## config.mk

```make
export PLATFORM = sky130hd
export DESIGN_NAME = pipe_core
export DESIGN_NICKNAME = d
export VERILOG_FILES = /design/src/design/cpu_pkg.sv /design/src/design/decode_stage.sv /design/src/design/execute_stage.sv /design/src/design/pipe_core.sv /design/src/design/pipeline_tracer.sv /design/src/design/register_file.sv /design/src/design/result_stage.sv
export VERILOG_INCLUDE_DIRS = /design/src /design/src/design
export SDC_FILE = /design/constraint.sdc
export NUM_CORES = 1
export LEC_CHECK = 0
export ABC_AREA = 1
export BUFFER_PORTS_ARGS = -buffer_cell sky130_fd_sc_hd__buf_2
export CORE_ASPECT_RATIO = 0.6
export CORE_MARGIN = 2
export CORE_UTILIZATION = 50
export DETAILED_ROUTE_END_ITERATION = 8
export GPL_ROUTABILITY_DRIVEN = 0
export PLACE_DENSITY_LB_ADDON = 0.15
export SETUP_SLACK_MARGIN = 0.05
export SLEW_MARGIN = 15
export SYNTH_ARGS = -nofsm -noshare
export SYNTH_HDL_FRONTEND = slang
export SYNTH_SLANG_ARGS = --single-unit
```

## constraint.sdc

```tcl
create_clock -name clk -period 5.9 [get_ports clk]
set_input_delay 0.59 -clock clk [delete_from_list [all_inputs] [get_ports clk]]
set_output_delay 0.59 -clock clk [all_outputs]
set_load 0.005 [all_outputs]
```

## src/design/cpu_macros.svh

```systemverilog
`ifndef CPU_MACROS_SVH
`define CPU_MACROS_SVH

// data and instruction word width
`define CPU_WORD_W 16

// architectural register count and index width
`define CPU_REG_N 8
`define CPU_REG_W 3

// tracer sequence number width, wraps
`define CPU_SEQ_W 8

// tracer cycle stamp width, wraps
`define CPU_STAMP_W 16

`endif

```

## src/design/cpu_pkg.sv

```systemverilog
`include "cpu_macros.svh"

package cpu_pkg;

    ////////////////////////////////////////////////////////////
    // basic data types
    ////////////////////////////////////////////////////////////

    typedef logic [`CPU_WORD_W-1:0] word_t;
    typedef logic [`CPU_REG_W-1:0]  reg_idx_t;
    typedef logic [`CPU_SEQ_W-1:0]  seq_t;
    typedef logic [`CPU_STAMP_W-1:0] stamp_t;

    // codes 6, 7 and 12..15 are not listed and behave as nop
    typedef enum logic [3:0] {
        OP_ADD  = 4'd0,
        OP_SUB  = 4'd1,
        OP_AND  = 4'd2,
        OP_OR   = 4'd3,
        OP_XOR  = 4'd4,
        OP_SLT  = 4'd5,
        OP_ADDI = 4'd8,
        OP_ANDI = 4'd9,
        OP_ORI  = 4'd10,
        OP_XORI = 4'd11
    } opcode_e;

    ////////////////////////////////////////////////////////////
    // instruction formats, both 16 bits wide
    ////////////////////////////////////////////////////////////

    // register-register form
    typedef struct packed {
        opcode_e  opcode;
        reg_idx_t rd;
        reg_idx_t rs1;
        reg_idx_t rs2;
        logic [`CPU_WORD_W-4-3*`CPU_REG_W-1:0] unused;
    } r_fmt_t;

    // register-immediate form, imm is sign extended
    typedef struct packed {
        opcode_e  opcode;
        reg_idx_t rd;
        reg_idx_t rs1;
        logic [`CPU_WORD_W-4-2*`CPU_REG_W-1:0] imm;
    } i_fmt_t;

    // one word, two views
    typedef union packed {
        r_fmt_t r;
        i_fmt_t i;
    } instr_u;

endpackage

```

## src/design/decode_stage.sv

```systemverilog
module decode_stage (
    input  logic              clk,
    input  logic              rst,
    input  logic              advance,
    input  logic              instr_valid,
    input  cpu_pkg::instr_u   instr,
    input  logic              ex_valid,
    input  logic              ex_we,
    input  cpu_pkg::reg_idx_t ex_rd,
    input  cpu_pkg::word_t    ex_result,
    input  logic              rs_valid,
    input  logic              rs_we,
    input  cpu_pkg::reg_idx_t rs_rd,
    input  cpu_pkg::word_t    rs_data,
    input  logic              wb_en,
    input  cpu_pkg::reg_idx_t wb_rd,
    input  cpu_pkg::word_t    wb_data,
    output logic              dec_valid,
    output cpu_pkg::opcode_e  dec_op,
    output logic              dec_we,
    output cpu_pkg::reg_idx_t dec_rd,
    output cpu_pkg::word_t    dec_a,
    output cpu_pkg::word_t    dec_b
);

    ////////////////////////////////////////////////////////////
    // format decode of the incoming word
    ////////////////////////////////////////////////////////////

    logic           is_r_fmt;
    logic           is_i_fmt;
    cpu_pkg::word_t imm_ext;

    always_comb begin
        is_r_fmt = 1'b0;
        is_i_fmt = 1'b0;
        case (instr.r.opcode)
            cpu_pkg::OP_ADD, cpu_pkg::OP_SUB, cpu_pkg::OP_AND,
            cpu_pkg::OP_OR, cpu_pkg::OP_XOR, cpu_pkg::OP_SLT: is_r_fmt = 1'b1;
            cpu_pkg::OP_ADDI, cpu_pkg::OP_ANDI,
            cpu_pkg::OP_ORI, cpu_pkg::OP_XORI:                 is_i_fmt = 1'b1;
            default: ;
        endcase
    end

    // signed size cast does the sign extension
    assign imm_ext = cpu_pkg::word_t'(signed'(instr.i.imm));

    ////////////////////////////////////////////////////////////
    // decode pipeline register
    ////////////////////////////////////////////////////////////

    cpu_pkg::reg_idx_t dec_rs1;
    cpu_pkg::reg_idx_t dec_rs2;
    cpu_pkg::word_t    dec_imm;
    logic              dec_use_imm;

    always_ff @(posedge clk) begin
        if (rst) begin
            dec_valid <= 1'b0;
            dec_we    <= 1'b0;
        end else if (advance) begin
            dec_valid <= instr_valid;
            // nop and writes to r0 never update state
            dec_we    <= instr_valid && (is_r_fmt || is_i_fmt) && (instr.r.rd != '0);
        end
    end

    // payload, don't care while the slot is empty
    always_ff @(posedge clk) begin
        if (advance) begin
            dec_op      <= instr.r.opcode;
            dec_rd      <= instr.r.rd;
            dec_rs1     <= instr.r.rs1;
            dec_rs2     <= instr.r.rs2;
            dec_imm     <= imm_ext;
            dec_use_imm <= is_i_fmt;
        end
    end

    ////////////////////////////////////////////////////////////
    // operand read and forwarding
    ////////////////////////////////////////////////////////////

    cpu_pkg::word_t rf_a;
    cpu_pkg::word_t rf_b;

    register_file register_file_inst (
        .clk       (clk),
        .rst       (rst),
        .rd_addr_a (dec_rs1),
        .rd_addr_b (dec_rs2),
        .rd_data_a (rf_a),
        .rd_data_b (rf_b),
        .wr_en     (wb_en),
        .wr_addr   (wb_rd),
        .wr_data   (wb_data)
    );

    // youngest older instruction wins
    // execute slot is one behind, result slot is two behind
    function automatic cpu_pkg::word_t fwd(input cpu_pkg::reg_idx_t idx,
                                           input cpu_pkg::word_t rf_val);
        cpu_pkg::word_t val;
        if (ex_valid && ex_we && (ex_rd == idx)) begin
            val = ex_result;
        end else if (rs_valid && rs_we && (rs_rd == idx)) begin
            val = rs_data;
        end else begin
            val = rf_val;
        end
        return val;
    endfunction

    // a retire write in this cycle is already covered by the result slot
    always_comb begin
        dec_a = fwd(dec_rs1, rf_a);
        dec_b = dec_use_imm ? dec_imm : fwd(dec_rs2, rf_b);
    end

endmodule

```

## src/design/execute_stage.sv

```systemverilog
module execute_stage (
    input  logic              clk,
    input  logic              rst,
    input  logic              advance,
    input  logic              dec_valid,
    input  cpu_pkg::opcode_e  dec_op,
    input  logic              dec_we,
    input  cpu_pkg::reg_idx_t dec_rd,
    input  cpu_pkg::word_t    dec_a,
    input  cpu_pkg::word_t    dec_b,
    output logic              ex_valid,
    output logic              ex_we,
    output cpu_pkg::reg_idx_t ex_rd,
    output cpu_pkg::word_t    ex_result
);

    ////////////////////////////////////////////////////////////
    // alu
    ////////////////////////////////////////////////////////////

    cpu_pkg::word_t alu_out;

    // immediate forms share the register datapath, b already holds imm
    always_comb begin
        case (dec_op)
            cpu_pkg::OP_ADD, cpu_pkg::OP_ADDI: alu_out = dec_a + dec_b;
            cpu_pkg::OP_SUB:                   alu_out = dec_a - dec_b;
            cpu_pkg::OP_AND, cpu_pkg::OP_ANDI: alu_out = dec_a & dec_b;
            cpu_pkg::OP_OR,  cpu_pkg::OP_ORI:  alu_out = dec_a | dec_b;
            cpu_pkg::OP_XOR, cpu_pkg::OP_XORI: alu_out = dec_a ^ dec_b;
            // signed compare, result is 0 or 1
            cpu_pkg::OP_SLT: alu_out = cpu_pkg::word_t'($signed(dec_a) < $signed(dec_b));
            default:         alu_out = '0;
        endcase
    end

    ////////////////////////////////////////////////////////////
    // execute pipeline register
    ////////////////////////////////////////////////////////////

    always_ff @(posedge clk) begin
        if (rst) begin
            ex_valid <= 1'b0;
            ex_we    <= 1'b0;
        end else if (advance) begin
            ex_valid <= dec_valid;
            ex_we    <= dec_valid && dec_we;
        end
    end

    always_ff @(posedge clk) begin
        if (advance) begin
            ex_rd     <= dec_rd;
            ex_result <= alu_out;
        end
    end

endmodule

```

## src/design/pipe_core.sv

```systemverilog
module pipe_core (
    input  logic              clk,
    input  logic              rst,
    input  logic              instr_valid,
    input  cpu_pkg::instr_u   instr,
    output logic              instr_ready,
    output logic              retire_valid,
    input  logic              retire_ready,
    output logic              retire_we,
    output cpu_pkg::reg_idx_t retire_rd,
    output cpu_pkg::word_t    retire_data,
    output cpu_pkg::seq_t     retire_seq,
    output cpu_pkg::stamp_t   retire_accept_cycle,
    output cpu_pkg::stamp_t   retire_cycle
);

    ////////////////////////////////////////////////////////////
    // pipeline control
    ////////////////////////////////////////////////////////////

    logic advance;
    logic accept;

    // whole pipe moves together, only back-pressure from retire stalls it
    assign advance     = retire_ready || !retire_valid;
    assign instr_ready = advance;
    assign accept      = instr_valid && advance;

    ////////////////////////////////////////////////////////////
    // stages
    ////////////////////////////////////////////////////////////

    logic              dec_valid;
    cpu_pkg::opcode_e  dec_op;
    logic              dec_we;
    cpu_pkg::reg_idx_t dec_rd;
    cpu_pkg::word_t    dec_a;
    cpu_pkg::word_t    dec_b;

    logic              ex_valid;
    logic              ex_we;
    cpu_pkg::reg_idx_t ex_rd;
    cpu_pkg::word_t    ex_result;

    logic              wb_en;
    cpu_pkg::reg_idx_t wb_rd;
    cpu_pkg::word_t    wb_data;

    // result slot doubles as the older forwarding source
    decode_stage decode_stage_inst (
        .clk         (clk),
        .rst         (rst),
        .advance     (advance),
        .instr_valid (instr_valid),
        .instr       (instr),
        .ex_valid    (ex_valid),
        .ex_we       (ex_we),
        .ex_rd       (ex_rd),
        .ex_result   (ex_result),
        .rs_valid    (retire_valid),
        .rs_we       (retire_we),
        .rs_rd       (retire_rd),
        .rs_data     (retire_data),
        .wb_en       (wb_en),
        .wb_rd       (wb_rd),
        .wb_data     (wb_data),
        .dec_valid   (dec_valid),
        .dec_op      (dec_op),
        .dec_we      (dec_we),
        .dec_rd      (dec_rd),
        .dec_a       (dec_a),
        .dec_b       (dec_b)
    );

    execute_stage execute_stage_inst (
        .clk       (clk),
        .rst       (rst),
        .advance   (advance),
        .dec_valid (dec_valid),
        .dec_op    (dec_op),
        .dec_we    (dec_we),
        .dec_rd    (dec_rd),
        .dec_a     (dec_a),
        .dec_b     (dec_b),
        .ex_valid  (ex_valid),
        .ex_we     (ex_we),
        .ex_rd     (ex_rd),
        .ex_result (ex_result)
    );

    result_stage result_stage_inst (
        .clk          (clk),
        .rst          (rst),
        .advance      (advance),
        .ex_valid     (ex_valid),
        .ex_we        (ex_we),
        .ex_rd        (ex_rd),
        .ex_result    (ex_result),
        .retire_ready (retire_ready),
        .retire_valid (retire_valid),
        .retire_we    (retire_we),
        .retire_rd    (retire_rd),
        .retire_data  (retire_data),
        .wb_en        (wb_en),
        .wb_rd        (wb_rd),
        .wb_data      (wb_data)
    );

    ////////////////////////////////////////////////////////////
    // trace
    ////////////////////////////////////////////////////////////

    pipeline_tracer pipeline_tracer_inst (
        .clk                 (clk),
        .rst                 (rst),
        .accept              (accept),
        .advance             (advance),
        .retire_seq          (retire_seq),
        .retire_accept_cycle (retire_accept_cycle),
        .retire_cycle        (retire_cycle)
    );

endmodule

```

## src/design/pipeline_tracer.sv

```systemverilog
module pipeline_tracer (
    input  logic            clk,
    input  logic            rst,
    input  logic            accept,
    input  logic            advance,
    output cpu_pkg::seq_t   retire_seq,
    output cpu_pkg::stamp_t retire_accept_cycle,
    output cpu_pkg::stamp_t retire_cycle
);

    ////////////////////////////////////////////////////////////
    // free running counters
    ////////////////////////////////////////////////////////////

    cpu_pkg::seq_t   seq_cnt;
    cpu_pkg::stamp_t cycle_cnt;

    // cycle 0 is the first cycle after reset, both counters wrap
    always_ff @(posedge clk) begin
        if (rst) begin
            cycle_cnt <= '0;
            seq_cnt   <= '0;
        end else begin
            cycle_cnt <= cycle_cnt + 1'b1;
            if (accept) begin
                seq_cnt <= seq_cnt + 1'b1;
            end
        end
    end

    ////////////////////////////////////////////////////////////
    // shadow slots for decode, execute and result
    ////////////////////////////////////////////////////////////

    cpu_pkg::seq_t   slot_seq   [3];
    cpu_pkg::stamp_t slot_stamp [3];

    // id and accept stamp follow the instruction stage to stage
    // slot 0 is loaded on every advance, an empty slot carries junk
    always_ff @(posedge clk) begin
        if (advance) begin
            slot_seq[0]   <= seq_cnt;
            slot_stamp[0] <= cycle_cnt;
            for (int i = 1; i < 3; i++) begin
                slot_seq[i]   <= slot_seq[i-1];
                slot_stamp[i] <= slot_stamp[i-1];
            end
        end
    end

    // result slot beside the retiring payload
    assign retire_seq          = slot_seq[2];
    assign retire_accept_cycle = slot_stamp[2];

    // live count, retire cycle is the cycle the record is shown
    assign retire_cycle = cycle_cnt;

endmodule

```

## src/design/register_file.sv

```systemverilog
`include "cpu_macros.svh"

module register_file (
    input  logic             clk,
    input  logic             rst,
    input  cpu_pkg::reg_idx_t rd_addr_a,
    input  cpu_pkg::reg_idx_t rd_addr_b,
    output cpu_pkg::word_t   rd_data_a,
    output cpu_pkg::word_t   rd_data_b,
    input  logic             wr_en,
    input  cpu_pkg::reg_idx_t wr_addr,
    input  cpu_pkg::word_t   wr_data
);

    cpu_pkg::word_t regs [`CPU_REG_N];

    // single write port, r0 is never written
    always_ff @(posedge clk) begin
        if (rst) begin
            for (int i = 0; i < `CPU_REG_N; i++) begin
                regs[i] <= '0;
            end
        end else if (wr_en && (wr_addr != '0)) begin
            regs[wr_addr] <= wr_data;
        end
    end

    // combinational reads, r0 forced to zero
    assign rd_data_a = (rd_addr_a == '0) ? '0 : regs[rd_addr_a];
    assign rd_data_b = (rd_addr_b == '0) ? '0 : regs[rd_addr_b];

endmodule

```

## src/design/result_stage.sv

```systemverilog
module result_stage (
    input  logic              clk,
    input  logic              rst,
    input  logic              advance,
    input  logic              ex_valid,
    input  logic              ex_we,
    input  cpu_pkg::reg_idx_t ex_rd,
    input  cpu_pkg::word_t    ex_result,
    input  logic              retire_ready,
    output logic              retire_valid,
    output logic              retire_we,
    output cpu_pkg::reg_idx_t retire_rd,
    output cpu_pkg::word_t    retire_data,
    output logic              wb_en,
    output cpu_pkg::reg_idx_t wb_rd,
    output cpu_pkg::word_t    wb_data
);

    // result slot, held while retire is stalled since advance stays low
    always_ff @(posedge clk) begin
        if (rst) begin
            retire_valid <= 1'b0;
            retire_we    <= 1'b0;
        end else if (advance) begin
            retire_valid <= ex_valid;
            retire_we    <= ex_valid && ex_we;
        end
    end

    always_ff @(posedge clk) begin
        if (advance) begin
            retire_rd   <= ex_rd;
            retire_data <= ex_result;
        end
    end

    ////////////////////////////////////////////////////////////
    // register file write back
    ////////////////////////////////////////////////////////////

    // write only on the retire handshake
    assign wb_en   = retire_valid && retire_ready && retire_we;
    assign wb_rd   = retire_rd;
    assign wb_data = retire_data;

endmodule

```

# Yosys cells after proc, flatten, opt, wreduce, memory -nomap -nowiden
# Memory sizes are Yosys's and may differ from the RTL's. A register that Yosys moved wholly into a read port is not among the register bits.
# Index checks and enable logic that the tools add are counted.
[totals]
reg_bits = 88
mem_bits_rw = 200
inputBits = 20
output_inout_bits = 62
mem_count = 3
[classes]
addsub = 4
order_cmp = 1
n_eq_ne = 22
muxes = 22
bitwise = 3
n_reduce_logical = 29
[memory_table]
columns = ["name", "words", "word_bits", "read_ports", "rd_ports_with_merged_regs", "wr", "line_no", "text"]
rows = [
  ["decode_stage_inst.register_file_inst.regs", 8, 16, 2, 2, 8, "register_file.sv:15", "cpu_pkg::word_t regs [`CPU_REG_N];"],
  ["pipeline_tracer_inst.slot_stamp", 3, 16, 3, 0, 3, "pipeline_tracer.sv:36", "cpu_pkg::stamp_t slot_stamp [3];"],
  ["pipeline_tracer_inst.slot_seq", 3, 8, 3, 0, 3, "pipeline_tracer.sv:35", "cpu_pkg::seq_t slot_seq [3];"],
]
[ops]
columns = ["op", "count"]
rows = [
  ["$mux 16", 8],
  ["$pmux 16 s6", 1],
  ["$eq 4x4->1 const B", 8],
  ["$add 16x1->16 const B", 1],
  ["$add 16x16->16", 1],
  ["$and 16x16->16", 1],
  ["$eq 4x2->1 const B", 4],
  ["$eq 4x3->1 const B", 4],
  ["$lt 16x16->1", 1],
  ["$or 16x16->16", 1],
  ["$reduce_or 16->1", 1],
  ["$sub 16x16->16", 1],
  ["$xor 16x16->16", 1],
  ["$logic_and 1x1->1", 13],
  ["$eq 3x3->1", 4],
  ["$mux 1", 10],
  ["$mux 3", 3],
  ["$add 8x1->8 const B", 1],
  ["$eq 4x1->1 const B", 2],
  ["$logic_not 4->1", 2],
  ["$reduce_or 2->1", 4],
  ["$logic_not 3->1", 2],
  ["$reduce_bool 3->1", 2],
  ["$reduce_or 6->1", 1],
  ["3 further kinds", 4],
]

# Logic depth before layout (Yosys ltp)
[depth]
ltp_word = 8
mapped_depth = 24
depth_no_buf = 22

# Modules after synthesis
# Synthesis repeated with hierarchy kept, for this count alone.
[hier_totals]
hier_cells = 2170
hier_area_um2 = 17302.8
[by_module_without_submodules]
columns = ["module", "instances", "cells_each", "area_each_um2", "seq_area_each_um2"]
rows = [
  ["register_file", 1, 969, 7674.9, 3843.7],
  ["pipeline_tracer", 1, 254, 3425.8, 2642.5],
  ["execute_stage", 1, 554, 3360.7, 610.6],
  ["decode_stage", 1, 341, 2028.2, 550.5],
  ["result_stage", 1, 48, 793.3, 610.6],
  ["pipe_core", 1, 4, 20.0, 0.0],
]

# Worst setup path after synthesis
# OpenSTA, ideal clock, no wires.
[synth_timing]
path_kind = "input -> output"
from = "in retire_ready"
to = "out instr_ready"
arrival_ps = 4438
required_ps = 5310
path_slack_ps = 872
path_stages = 3
n_path_buf = 1
path_cell_list = "inv_1 > nand2_2 > clkbuf_1"
[synth_via]
elab_chain_len = 1
[synth_lines]
columns = ["item", "line_no", "text"]
rows = [
  ["from (decl)", "pipe_core.sv:8", "input logic retire_ready,"],
  ["$logic_or 1x1->1", "pipe_core.sv:25", "assign advance = retire_ready || !retire_valid;"],
  ["to (decl)", "pipe_core.sv:6", "output logic instr_ready,"],
]
# No other way between the ends.

==> results.py <==
metrics = {
    "setup_path": {
        "ff2ff_setup_slack_ns": 1.76,
        "cp-start-kind": "flip-flop",
        "arrival_ns": 4.44,
        "cp.required_ns": 6.20,
        "reg2reg_depth": 17,
        "r2r_end": "execute_stage_inst.ex_result[14]$_DFFE_PN_",
        "cp_max_fo": 92,
        "path_class": "flip-flop to flip-flop",
        "crit_path_end_kind": "flip-flop",
    },
    "power": {
        "leakagePower_uw": 0.00839,
        "irDropWorstVdd_mv": 0.197,
        "p_total_uw": 5550,
        "power_density_nw_per_um2": 306,
    },
    "detailed_routing": {
        "vias": 13975,
        "drc_errors": 0,
        "drt_wl_total_mm": 45.4,
        "firstDrtPassIters": 8,
        "vias_per_cell": 5.48,
        "wl_per_cell_um": 17.8,
        "ant_nets": 0,
        "initialDrtViolationCount": 1844,
    },
    "placed_design": {
        "hpwl_mm": 32.0,
        "preCtsSetupSlack_ns": 2.04,
        "io_buffers": 81,
    },
    "global_route": {
        "antenna_found_initial": 1,
        "grt_max_degree": 93,
        "grtUsageTotal_pct": 26.1,
        "grt_pass1_vias": 12659,
        "grt_pass1_wl_mm": 70.7,
        "grt_overflow": 0,
    },
    "clocking": {
        "clockRootBuffer": "clkbuf_16",
        "post_cts_buffers": 0,
        "postCtsHoldBufs": 0,
        "clk_pin_slew_worst_paths_ns": 0.07,
        "insertion_delay_ns": 0.57,
        "clock-sinks": 291,
        "clock_path_buffers": 3,
        "numCtsBuffers": 29,
        "cts_resized": 0,
        "htreeDepth": 1,
        "cts_tree": "done",
    },
    "synth": {
        "synthCells": 2043,
        "synth_top_area_cell": "edfxtp_1",
        "yosysWarningCount": 0,
        "synthArstFlopShare_pct": 0,
        "avgSynthCellArea_um2": 8.14,
        "synth_area_leaders": "edfxtp_1 (46%), nand2_1 (12%), inv_1 (6.3%)",
        "ys_ff_latch": 291,
        "synthFlopType": "edfxtp_1",
        "ys_types": 49,
        "synth_edf_count": 255,
        "synth.top_cell.area_share_pct": 46.1,
        "yosysSeqAreaShare_pct": 50.4,
        "synth_area_um2": 16600,
    },
    "min_path": {
        "whs_endpoint": "decode_stage_inst.dec_op[0]$_DFFE_PN_",
        "hold_depth": 1,
        "hp-class": "input pin to flip-flop",
        "min_from": "instr[12]",
    },
    "floorplan": {
        "std_cell_rows": 51,
        "ios": 82,
        "fp.coreArea_um2": 32600,
        "dieArea_um2": 34800,
        "die_w_um": 239,
        "start_util_pct": 51.0,
        "die_height_um": 145,
    },
    "timing": {
        "finalCritPeriodShare_pct": 70.3,
        "slew_headroom_pct": 29.6,
        "period_minus_slack_ns": 4.14,
        "final_hold_viol_count": 0,
        "drv_slew": 0,
        "setup_violations": 0,
        "worstMarginPinSlew_ns": 1.06,
        "rsz0062_at_grt": "false",
        "fmax_ghz": 0.241,
        "setup_ws_ns": 1.76,
        "finClkSkew_ns": 0.0223,
        "finalSetupTns_ns": 0,
    },
    "status": {
        "status": "completed",
    },
    "layout": {
        "fill_cells": 2906,
        "area_delta_synth_final_pct": 9.09,
        "final_common_cell": "nand2_1",
        "multiInputGateArea_um2": 6590,
        "layout_common_cells": "nand2_1 (538), inv_1 (279), edfxtp_1 (255)",
        "antenna_cells": 0,
        "final_nets": 2152,
        "layout-drive-gt1-share_pct": 9.81,
        "seqCellArea_um2": 8380,
    },
    "flow_run": {
        "cap_violations": 0,
    },
}
==> worst max-delay path, stage by stage, from the launching register on <==
cell and delay (ns):
dfxtp_4 0.90, buf_4 0.37, a21oi_1 0.09, o21ai_0 0.12, nand3_1 0.12, nand3_1 0.16
nand2_1 0.08, o21ai_2 0.08, inv_2 0.06, ha_1 0.52, nand2_1 0.21, nor3_1 0.45
and2_1 0.20, nand2_1 0.09, nand2_1 0.08, nand2_1 0.05, nand3_1 0.07, nand3_1 0.12
==> final cells by class <==
type | count | share of cell area (%)
clock buffers | 33 | 4.14
clock inverters | 21 | 1.15
inverters | 296 | 6.15
multi-input cells | 1362 | 36.3
flip-flops and latches | 291 | 46.2
well taps | 450 | 3.10
repair buffers | 97 | 2.90
==> flip-flops by register name, indices dropped and copies added (netlist names), 6 cells and up, named ones only <==
register / cells
decode_stage_inst.dec_imm: 6
decode_stage_inst.register_file_inst.regs: 128
execute_stage_inst.ex_result: 16
pipeline_tracer_inst.retire_cycle: 16
pipeline_tracer_inst.seq_cnt: 8
pipeline_tracer_inst.slot_seq: 24
pipeline_tracer_inst.slot_stamp: 48
result_stage_inst.retire_data: 16
==> routing by layer <==
layer  track usage [%]  share of wire (%)
met1              40.9                 46
met2              36.4                 41
met3              6.05                 12
met4              5.34                1.8
met5                 0                  0
==> stage by stage <==
stage | cells | util, % | cell area [um^2] | hold WS [ns]
after floorplan | 2058 | - | 16700 | 0.400
after detailed placement | 2496 | 52.7 | 17200 | 0.405
after global routing | 2550 | 55.6 | 18100 | 0.183
after CTS | 2550 | 55.6 | 18100 | 0.177
final | 2550 | 55.6 | 18100 | 0.204
after global placement | 2496 | 52.7 | 17200 | 0.401
==> power by group <==
part	total [uW]	internal, uW	switching, uW
logic	1140	328	808
clock network	1890	1050	836
registers	2520	2390	127
==> cells in the mapped netlist, types with 3 or more instances <==
library cell	n
nor3_1	17
dfxtp_1	36
inv_1	279
ha_1	53
nand3_1	188
clkbuf_1	29
o22ai_1	17
and2_1	4
nor2_1	246
o21ai_1	13
o21ai_0	74
nand4_1	6
a21oi_2	8
o21a_1	3
buf_2	36
o211ai_1	32
a21oi_1	93
nand3_2	4
edfxtp_1	255
inv_2	15
nand2_2	7
buf_1	7
buf_6	3
buf_4	30
xor2_1	6
o21ai_2	15
nand2_1	538
==> kinds of logic after synthesis <==
family                   after synthesis  share of synthesized area (%)
other                                  1                         0.0226
flip-flops                           291                           50.4
AND/OR/NAND/NOR                     1022                           25.4
adder cells (fa/ha/maj)               55                           4.23
XOR/XNOR                               6                          0.316
AO/OA/AOI/OAI                        263                           9.28
buffers and inverters                405                           10.4
==> worst max path at each step <==
stage | start | slack (ns) | end | cells after the start
floorplan | retire_ready | 0.87 | instr_ready | 3
global placement | flip-flop | 1.99 | execute_stage_inst.ex_result[14]$_DFFE_PN_ | 17
detailed placement | flip-flop | 2.04 | execute_stage_inst.ex_result[14]$_DFFE_PN_ | 17
CTS | flip-flop | 2.02 | execute_stage_inst.ex_result[14]$_DFFE_PN_ | 17
global route | flip-flop | 1.67 | execute_stage_inst.ex_result[13]$_DFFE_PN_ | 17
finish | flip-flop | 1.76 | execute_stage_inst.ex_result[14]$_DFFE_PN_ | 17
Power figures use the tool's default switching activity.
